File: src/asi_pkg.sv
`default_nettype none

package asi_pkg;

	////////////////////
	// Word format
	////////////////////

	// One buffered symbol: control flag plus the byte
	typedef struct packed {
		logic       k;
		logic [7:0] data;
	} asi_word_t;

	// Comma byte, sent with k set (K28.5)
	localparam logic [7:0] K28_5 = 8'hBC;

	// MPEG-TS packet sync byte
	localparam logic [7:0] SYNC_BYTE = 8'h47;

	////////////////////
	// Sizes
	////////////////////

	// Width of the saturating error counters
	localparam int CNT_W = 16;

	// Bits per 8b10b symbol, also the clocks per symbol
	localparam int SYMBOL_BITS = 10;

endpackage

`default_nettype wire
File: src/ts2asi_top.sv
`default_nettype none

module ts2asi_top #(
	parameter int FIFO_DEPTH = 16
) (
	input  wire                           clk,
	input  wire                           rst_n,
	input  wire                           valid,
	input  wire                           sync,
	input  wire  [7:0]                    data,
	output logic                          asi_out_p,
	output logic                          asi_out_n,
	output logic [asi_pkg::CNT_W-1:0]     sync_err_count,
	output logic [asi_pkg::CNT_W-1:0]     drop_count
);

	////////////////////
	// Interconnect
	////////////////////

	logic               wr_en;
	asi_pkg::asi_word_t wr_word;
	logic               rd_en;
	asi_pkg::asi_word_t rd_word;
	logic               full;
	logic               empty;
	asi_pkg::asi_word_t enc_word;
	logic               enc_ce;
	logic               ser_load;
	logic [9:0]         code;

	// Input side, sync check and overflow count
	ts_byte_capture u_capture (
		.clk            (clk),
		.rst_n          (rst_n),
		.valid          (valid),
		.sync           (sync),
		.data           (data),
		.full           (full),
		.wr_en          (wr_en),
		.wr_word        (wr_word),
		.sync_err_count (sync_err_count),
		.drop_count     (drop_count)
	);

	asi_fifo #(
		.word_t     (asi_pkg::asi_word_t),
		.FIFO_DEPTH (FIFO_DEPTH)
	) u_fifo (
		.clk     (clk),
		.rst_n   (rst_n),
		.wr_en   (wr_en),
		.wr_word (wr_word),
		.rd_en   (rd_en),
		.rd_word (rd_word),
		.full    (full),
		.empty   (empty)
	);

	// Symbol rate side
	asi_tx_framer u_framer (
		.clk      (clk),
		.rst_n    (rst_n),
		.empty    (empty),
		.rd_word  (rd_word),
		.rd_en    (rd_en),
		.enc_word (enc_word),
		.enc_ce   (enc_ce),
		.ser_load (ser_load)
	);

	enc_8b10b u_enc (
		.clk     (clk),
		.rst_n   (rst_n),
		.ce      (enc_ce),
		.word_in (enc_word),
		.code    (code)
	);

	asi_serializer u_ser (
		.clk       (clk),
		.rst_n     (rst_n),
		.load      (ser_load),
		.code      (code),
		.asi_out_p (asi_out_p),
		.asi_out_n (asi_out_n)
	);

endmodule

`default_nettype wire

File: src/asi_serializer.sv
`default_nettype none

module asi_serializer (
	input  wire                              clk,
	input  wire                              rst_n,
	input  wire                              load,
	input  wire [asi_pkg::SYMBOL_BITS-1:0]   code,
	output logic                             asi_out_p,
	output logic                             asi_out_n
);

	// K28.5 RD+ form, leaves the line at RD- for the encoder
	localparam logic [asi_pkg::SYMBOL_BITS-1:0] COMMA_RDP = 10'b1010000011;

	logic [asi_pkg::SYMBOL_BITS-1:0] shreg;

	// Load a symbol, else shift right, LSB leaves first
	always_ff @(posedge clk) begin
		if (!rst_n) begin
			shreg <= COMMA_RDP;
		end else if (load) begin
			shreg <= code;
		end else begin
			shreg <= {1'b0, shreg[asi_pkg::SYMBOL_BITS-1:1]};
		end
	end

	// Registered pair, always complementary
	always_ff @(posedge clk) begin
		if (!rst_n) begin
			asi_out_p <= 1'b0;
			asi_out_n <= 1'b1;
		end else begin
			asi_out_p <= shreg[0];
			asi_out_n <= ~shreg[0];
		end
	end

endmodule

`default_nettype wire

File: src/asi_tx_framer.sv
`default_nettype none

module asi_tx_framer (
	input  wire                clk,
	input  wire                rst_n,
	input  wire                empty,
	input  asi_pkg::asi_word_t rd_word,
	output logic               rd_en,
	output asi_pkg::asi_word_t enc_word,
	output logic               enc_ce,
	output logic               ser_load
);

	localparam int SYM_CNT_W = $clog2(asi_pkg::SYMBOL_BITS);

	// Last count of a symbol period
	localparam logic [SYM_CNT_W-1:0] CNT_LAST = SYM_CNT_W'(asi_pkg::SYMBOL_BITS - 1);

	// Start phase lines the first load up with the end of the
	// reset comma held in the serializer, so the line has no gap
	localparam logic [SYM_CNT_W-1:0] CNT_START = SYM_CNT_W'(2);

	// Comma filler for an idle buffer
	localparam asi_pkg::asi_word_t COMMA = '{k: 1'b1, data: asi_pkg::K28_5};

	logic [SYM_CNT_W-1:0] sym_cnt;
	logic                 sym_strobe;

	////////////////////
	// Symbol timing
	////////////////////

	// One clock in ten
	assign sym_strobe = (sym_cnt == CNT_LAST);

	// Pop only when something is waiting
	assign rd_en = sym_strobe & ~empty;

	always_ff @(posedge clk) begin
		if (!rst_n) begin
			sym_cnt  <= CNT_START;
			enc_ce   <= 1'b0;
			ser_load <= 1'b0;
		end else begin
			if (sym_strobe) begin
				sym_cnt <= '0;
			end else begin
				sym_cnt <= sym_cnt + 1'b1;
			end
			// Encode one clock later, load one more after that
			enc_ce   <= sym_strobe;
			ser_load <= enc_ce;
		end
	end

	////////////////////
	// Word select
	////////////////////

	// Head word or comma, held for the encoder
	always_ff @(posedge clk) begin
		if (sym_strobe) begin
			if (empty) begin
				enc_word <= COMMA;
			end else begin
				enc_word <= rd_word;
			end
		end
	end

endmodule

`default_nettype wire

File: src/enc_8b10b.sv
`default_nettype none

module enc_8b10b (
	input  wire                clk,
	input  wire                rst_n,
	input  wire                ce,
	input  asi_pkg::asi_word_t word_in,
	output logic [9:0]         code
);

	////////////////////
	// Code tables
	////////////////////

	// 5b6b, RD- column, written abcdei with a in bit 5
	function automatic logic [5:0] lut_5b6b(input logic [4:0] x);
		case (x)
			5'd0:  lut_5b6b = 6'b100111;
			5'd1:  lut_5b6b = 6'b011101;
			5'd2:  lut_5b6b = 6'b101101;
			5'd3:  lut_5b6b = 6'b110001;
			5'd4:  lut_5b6b = 6'b110101;
			5'd5:  lut_5b6b = 6'b101001;
			5'd6:  lut_5b6b = 6'b011001;
			5'd7:  lut_5b6b = 6'b111000;
			5'd8:  lut_5b6b = 6'b111001;
			5'd9:  lut_5b6b = 6'b100101;
			5'd10: lut_5b6b = 6'b010101;
			5'd11: lut_5b6b = 6'b110100;
			5'd12: lut_5b6b = 6'b001101;
			5'd13: lut_5b6b = 6'b101100;
			5'd14: lut_5b6b = 6'b011100;
			5'd15: lut_5b6b = 6'b010111;
			5'd16: lut_5b6b = 6'b011011;
			5'd17: lut_5b6b = 6'b100011;
			5'd18: lut_5b6b = 6'b010011;
			5'd19: lut_5b6b = 6'b110010;
			5'd20: lut_5b6b = 6'b001011;
			5'd21: lut_5b6b = 6'b101010;
			5'd22: lut_5b6b = 6'b011010;
			5'd23: lut_5b6b = 6'b111010;
			5'd24: lut_5b6b = 6'b110011;
			5'd25: lut_5b6b = 6'b100110;
			5'd26: lut_5b6b = 6'b010110;
			5'd27: lut_5b6b = 6'b110110;
			5'd28: lut_5b6b = 6'b001110;
			5'd29: lut_5b6b = 6'b101110;
			5'd30: lut_5b6b = 6'b011110;
			default: lut_5b6b = 6'b101011;
		endcase
	endfunction

	// 3b4b, RD- column, fghj with f in bit 3; primary 7 only
	function automatic logic [3:0] lut_3b4b(input logic [2:0] y);
		case (y)
			3'd0: lut_3b4b = 4'b1011;
			3'd1: lut_3b4b = 4'b1001;
			3'd2: lut_3b4b = 4'b0101;
			3'd3: lut_3b4b = 4'b1100;
			3'd4: lut_3b4b = 4'b1101;
			3'd5: lut_3b4b = 4'b1010;
			3'd6: lut_3b4b = 4'b0110;
			default: lut_3b4b = 4'b1110;
		endcase
	endfunction

	////////////////////
	// Encode
	////////////////////

	logic       rd_pos;
	logic       rd_blk;
	logic       rd_nxt;
	logic [4:0] x;
	logic [2:0] y;
	logic       is_k28;
	logic [5:0] s6;
	logic [3:0] s4;
	logic       unbal6;
	logic       unbal4;
	logic       alt7;
	logic       flip6;
	logic       flip4;
	logic [5:0] o6;
	logic [3:0] o4;

	always_comb begin
		x      = word_in.data[4:0];
		y      = word_in.data[7:5];
		is_k28 = word_in.k && (x == 5'd28);
		s6     = is_k28 ? 6'b001111 : lut_5b6b(x);
		unbal6 = ($countones(s6) != 3);
		// D.07 is balanced but still has two forms
		flip6  = rd_pos & (unbal6 | (s6 == 6'b111000));
		// Disparity seen by the 3b4b block
		rd_blk = rd_pos ^ unbal6;
		// Alternate 7 avoids a run of five in the middle
		alt7 = (y == 3'd7) && (is_k28
			|| (!rd_blk && ((x == 5'd17) || (x == 5'd18) || (x == 5'd20)))
			|| (rd_blk && ((x == 5'd11) || (x == 5'd13) || (x == 5'd14))));
		s4     = alt7 ? 4'b0111 : lut_3b4b(y);
		unbal4 = ($countones(s4) != 2);
		// Balanced K28 forms invert against the data forms
		if (unbal4) begin
			flip4 = rd_blk;
		end else if (is_k28) begin
			flip4 = ~rd_blk ^ (y == 3'd3);
		end else begin
			flip4 = rd_blk & (y == 3'd3);
		end
		o6     = s6 ^ {6{flip6}};
		o4     = s4 ^ {4{flip4}};
		rd_nxt = rd_blk ^ unbal4;
	end

	// Send order a first, so a lands in bit 0
	always_ff @(posedge clk) begin
		if (ce) begin
			code <= {o4[0], o4[1], o4[2], o4[3], o6[0], o6[1], o6[2], o6[3], o6[4], o6[5]};
		end
	end

	// Running disparity, negative out of reset
	always_ff @(posedge clk) begin
		if (!rst_n) begin
			rd_pos <= 1'b0;
		end else if (ce) begin
			rd_pos <= rd_nxt;
		end
	end

endmodule

`default_nettype wire

File: src/asi_fifo.sv
`default_nettype none

module asi_fifo #(
	parameter type word_t     = logic [7:0],
	parameter int  FIFO_DEPTH = 16
) (
	input  wire   clk,
	input  wire   rst_n,
	input  wire   wr_en,
	input  word_t wr_word,
	input  wire   rd_en,
	output word_t rd_word,
	output logic  full,
	output logic  empty
);

	// Address bits, depth is a power of two
	localparam int AW = $clog2(FIFO_DEPTH);

	////////////////////
	// Storage
	////////////////////

	word_t mem [FIFO_DEPTH];

	// Extra MSB tells a wrapped write pointer from an equal one
	logic [AW:0] wr_ptr;
	logic [AW:0] rd_ptr;

	logic do_wr;
	logic do_rd;

	// Ignore writes when full and reads when empty
	assign do_wr = wr_en & ~full;
	assign do_rd = rd_en & ~empty;

	// Same address, opposite lap
	assign full  = (wr_ptr[AW] != rd_ptr[AW]) && (wr_ptr[AW-1:0] == rd_ptr[AW-1:0]);
	assign empty = (wr_ptr == rd_ptr);

	// Head word is always visible (fall-through)
	assign rd_word = mem[rd_ptr[AW-1:0]];

	always_ff @(posedge clk) begin
		if (do_wr) begin
			mem[wr_ptr[AW-1:0]] <= wr_word;
		end
	end

	////////////////////
	// Pointers
	////////////////////

	always_ff @(posedge clk) begin
		if (!rst_n) begin
			wr_ptr <= '0;
			rd_ptr <= '0;
		end else begin
			if (do_wr) begin
				wr_ptr <= wr_ptr + 1'b1;
			end
			if (do_rd) begin
				rd_ptr <= rd_ptr + 1'b1;
			end
		end
	end

endmodule

`default_nettype wire

File: src/ts_byte_capture.sv
`default_nettype none

module ts_byte_capture (
	input  wire                           clk,
	input  wire                           rst_n,
	input  wire                           valid,
	input  wire                           sync,
	input  wire  [7:0]                    data,
	input  wire                           full,
	output logic                          wr_en,
	output asi_pkg::asi_word_t            wr_word,
	output logic [asi_pkg::CNT_W-1:0]     sync_err_count,
	output logic [asi_pkg::CNT_W-1:0]     drop_count
);

	logic sync_bad;
	logic drop;

	// Data path is straight through, written at the sampling edge
	assign wr_word = '{k: 1'b0, data: data};
	assign wr_en   = valid & ~full;

	// Sync strobe landing on anything but 0x47
	assign sync_bad = valid & sync & (data != asi_pkg::SYNC_BYTE);

	// Byte lost to a full buffer
	assign drop = valid & full;

	// Both counters stick at all ones
	always_ff @(posedge clk) begin
		if (!rst_n) begin
			sync_err_count <= '0;
			drop_count     <= '0;
		end else begin
			if (sync_bad && (sync_err_count != '1)) begin
				sync_err_count <= sync_err_count + 1'b1;
			end
			if (drop && (drop_count != '1)) begin
				drop_count <= drop_count + 1'b1;
			end
		end
	end

endmodule

`default_nettype wire

File: config.mk
export PLATFORM = sky130hd
export DESIGN_NAME = ts2asi_top
export DESIGN_NICKNAME = d
export VERILOG_FILES = /design/src/asi_pkg.sv /design/src/ts2asi_top.sv /design/src/asi_serializer.sv /design/src/asi_tx_framer.sv /design/src/enc_8b10b.sv /design/src/asi_fifo.sv /design/src/ts_byte_capture.sv
export SDC_FILE = /design/constraint.sdc
export NUM_CORES = 1
export LEC_CHECK = 0
export ABC_AREA = 1
export ABC_CLOCK_PERIOD_IN_PS = 7050
export BUFFER_PORTS_ARGS = -buffer_cell sky130_fd_sc_hd__buf_4
export CORE_ASPECT_RATIO = 1.2
export CORE_MARGIN = 10
export CORE_UTILIZATION = 45
export DETAILED_ROUTE_END_ITERATION = 12
export SLEW_MARGIN = 25
export SYNTH_ARGS = -nofsm -noshare
export SYNTH_HDL_FRONTEND = slang
export SYNTH_HIERARCHICAL = 1
export SYNTH_SLANG_ARGS = --single-unit
File: constraint.sdc
create_clock -name clk -period 7.05 [get_ports clk]
set_input_delay 0 -clock clk [delete_from_list [all_inputs] [get_ports clk]]
set_output_delay 0 -clock clk [all_outputs]
set_load 0.03 [all_outputs]
==> results.yml <==
logic_synthesis:
  syn_area_um2: 11000
  async_flop_share_pct: 0
  syn-num-nets: 1231
  postSynthCellCount: 1191
  syn_avg_cell_area_um2: 9.22
  synth_cell_types: 46
  yosys_warnings: 6
  ys_seq_area_share_pct: 56.4
  synthFlopType: "edfxtp_1"
  synth-seq-cells: 228
  synth_edf_count: 163
die:
  die_w_um: 163
  die_area_um2: 31100
  initial_utilization_pct: 45.8
  row_count: 62
  ios: 46
  core_area_um2: 24000
  fp.dieH_um: 191
critical_path:
  worstPathArrival_ps: 5990
  r2r_start: "u_framer/enc_word[0]$_SDFFCE_PP0N_"
  crit_type: "reg -> reg"
  r2r_cells: 25
  rrSetupSlack_ps: 1330
  cp-end-kind: "flip-flop"
  startpoint_type: "flip-flop"
  cp.required_ps: 7320
  critPathMaxFanout: 7
  reg2reg_to: "u_enc/code[9]$_DFFE_PP_"
cts:
  cts_sinks: 228
  h-tree-depth: 1
  cts_resized: 0
  clockBufferDepth: 3
  cts_root_buf: "clkbuf_16"
  cts_setup_buffers: 0
  cts_tree: "done"
  ctsHoldBuffers: 9
  clk_pin_slew_ps: 60
  numCtsBuffers: 24
  insertion_delay_ps: 520
routing:
  drc_errors: 0
  post_drt_via_cell_ratio: 5.02
  dr_total_vias: 7816
  ant_nets: 0
  drtPass1Iterations: 6
  wl_per_cell_um: 14.9
  wl_um: 23200
  first_iter_violations: 470
placed_design:
  gp_routability_congestion: 0.823
  dp_hpwl_um: 15100
  portBuffers: 45
  dp.cells: 1508
final_layout:
  area_growth_pct: 12.0
  drive_gt1_share_pct: 10.5
  mostFrequentLayoutCell: "nand2_1"
  final_cell_mix: "nand2_1 (231), edfxtp_1 (163), inv_1 (157)"
  final_cells: 1558
  n_antenna_cell: 0
  nets: 1263
sta:
  fin_tns_setup_ps: 0
  maxSlewViolCount: 0
  slew_headroom_pct: 34.2
  setup_viol: 0
  skew_ps: 14.8
  min_period_ps: 5720
  fin_crit_sh_pct: 81.2
  hold_viol: 0
  grt_setup_unrepaired: "false"
  fmax_ghz: 0.175
  worstMarginPinSlew_ps: 983
pwr:
  power_density_nw_per_um2: 234
  report.power.total_mw: 2.88
  ir_drop_mv: 0.210
  leakagePower_nw: 4.82
global_route:
  antenna_found_initial: 0
  grt_max_degree: 89
  grt_pass1_vias: 7348
  overflow: 0
  grt_first_pass_wirelength_um: 37600
  grtUsageTotal_pct: 14.8
outcome:
  status: "complete, no violations"
min_path:
  holdCritStartpoint: "valid"
  hold_path.class: "in -> reg"
  holdPathEnd: "u_fifo/wr_ptr[4]$_SDFFE_PN0P_"
  whs_path_depth: 6
run:
  maxCapViolations: 0
power breakdown:
group          internal [mW]  switching [mW]  leakage, nW
clock                  0.752           0.495        0.372
combinational         0.0509           0.112         2.45
sequential              1.46          0.0137         2.00
kinds of logic (layout without fill, tap and decap cells):
logic type / after synthesis / in the layout / synth area share (%)
AO/OA/AOI/OAI: 167 / 167 / 8.73
XOR/XNOR: 18 / 18 / 1.50
flip-flops: 228 / 228 / 56.4
adder cells (fa/ha/maj): 28 / 28 / 3.39
AND/OR/NAND/NOR: 530 / 530 / 21.3
buffers and inverters: 219 / 266 / 8.61
other: 1 / 1 / 0.0341
Yosys cell counts (2+ instances only):
master / instances / area, um^2
xor2_1: 10 / 87.6
inv_2: 7 / 26.3
clkbuf_1: 17 / 63.8
dfxtp_1: 65 / 1300
ha_1: 25 / 313
nor2_4: 2 / 22.5
o21ai_1: 5 / 25.0
nor2_1: 129 / 484
nand4_1: 6 / 37.5
buf_6: 6 / 67.6
buf_2: 14 / 70.1
nor3_1: 5 / 25.0
xnor2_1: 7 / 61.3
fa_1: 3 / 60.1
o221ai_1: 2 / 17.5
inv_1: 157 / 589
clkbuf_2: 2 / 10.0
o21bai_1: 2 / 15.0
buf_4: 10 / 75.1
or2_2: 8 / 50.1
nand3b_1: 2 / 15.0
a21oi_1: 72 / 360
clkinv_1: 2 / 7.51
nor2_2: 6 / 37.5
o21ai_0: 44 / 220
nand2_4: 5 / 56.3
nand3_4: 2 / 35.0
o211ai_1: 39 / 293
edfxtp_1: 163 / 4890
nand3_1: 117 / 586
nand2_2: 12 / 75.1
nand2_1: 231 / 867
per-stage QoR:
stage,area [um^2],setup slack (ps),utilization [%],hold WS (ps)
floorplan,11000,1850,-,88.3
global placement,11400,1490,47.7,362
detailed placement,11400,1350,47.7,360
CTS,12300,1310,51.3,42.2
global route,12300,803,51.3,83.2
finish,12300,1330,51.3,64.9
sequential cells by signal, indices dropped and copies added (netlist names), named ones only:
register,count
u_capture/sync_err_count,16
u_fifo/rd_ptr,5
u_enc/code,10
u_fifo/mem,144
u_framer/ser_load,1
u_enc/rd_pos,1
u_framer/enc_ce,1
u_ser/shreg,10
u_fifo/wr_ptr,5
u_framer/sym_cnt,4
u_framer/enc_word,9
u_ser/asi_out_p,1
u_capture/drop_count,16
u_ser/asi_out_n,1
worst max path at each step:
stage / from / to / slack [ps] / depth (start not counted)
floorplan: u_framer/enc_word[0]$_SDFFCE_PP0N_ / u_enc/code[7]$_DFFE_PP_ / 1850 / 23
global placement: u_framer/enc_word[0]$_SDFFCE_PP0N_ / u_enc/code[9]$_DFFE_PP_ / 1490 / 25
detailed placement: u_framer/enc_word[0]$_SDFFCE_PP0N_ / u_enc/code[7]$_DFFE_PP_ / 1350 / 23
finish: u_framer/enc_word[0]$_SDFFCE_PP0N_ / u_enc/code[9]$_DFFE_PP_ / 1330 / 25
CTS: u_framer/enc_word[0]$_SDFFCE_PP0N_ / u_enc/code[7]$_DFFE_PP_ / 1310 / 23
global route: u_framer/enc_word[0]$_SDFFCE_PP0N_ / u_enc/code[9]$_DFFE_PP_ / 800 / 27
routing by layer:
layer	GRT usage [%]	part of all wire (%)
met5	0	0
met4	4.44	2.1
met3	2.07	4.2
met2	26.1	50
met1	18.2	44
critical path, cell delays in order, from the launching register on:
cell      delay, ps
edfxtp_1        470
inv_1           190
ha_1            330
nand4_4         180
nand3_1         170
inv_1            50
ha_1            300
fa_1            440
ha_1            240
fa_1            490
nand2_1          50
a21oi_1         200
nand3_1         160
nand3_1         110
nand3_1         100
nand2_2         100
nand2_1          90
fa_1            510
ha_1            200
ha_1            270
nor3b_1         340
o211ai_2        160
nand2_2         150
inv_2            50
nand3_1          70
nand2_1          50
cell type report:
class / instances / area (um^2)
Fill cell: 2174 / 11700
Sequential cell: 228 / 6200
Timing Repair Buffer: 57 / 450
Clock buffer: 31 / 648
Clock inverter: 10 / 120
Inverter: 168 / 641
Tap cell: 320 / 400
Multi-Input combinational cell: 744 / 3840
(Power assumes the default switching activity.)
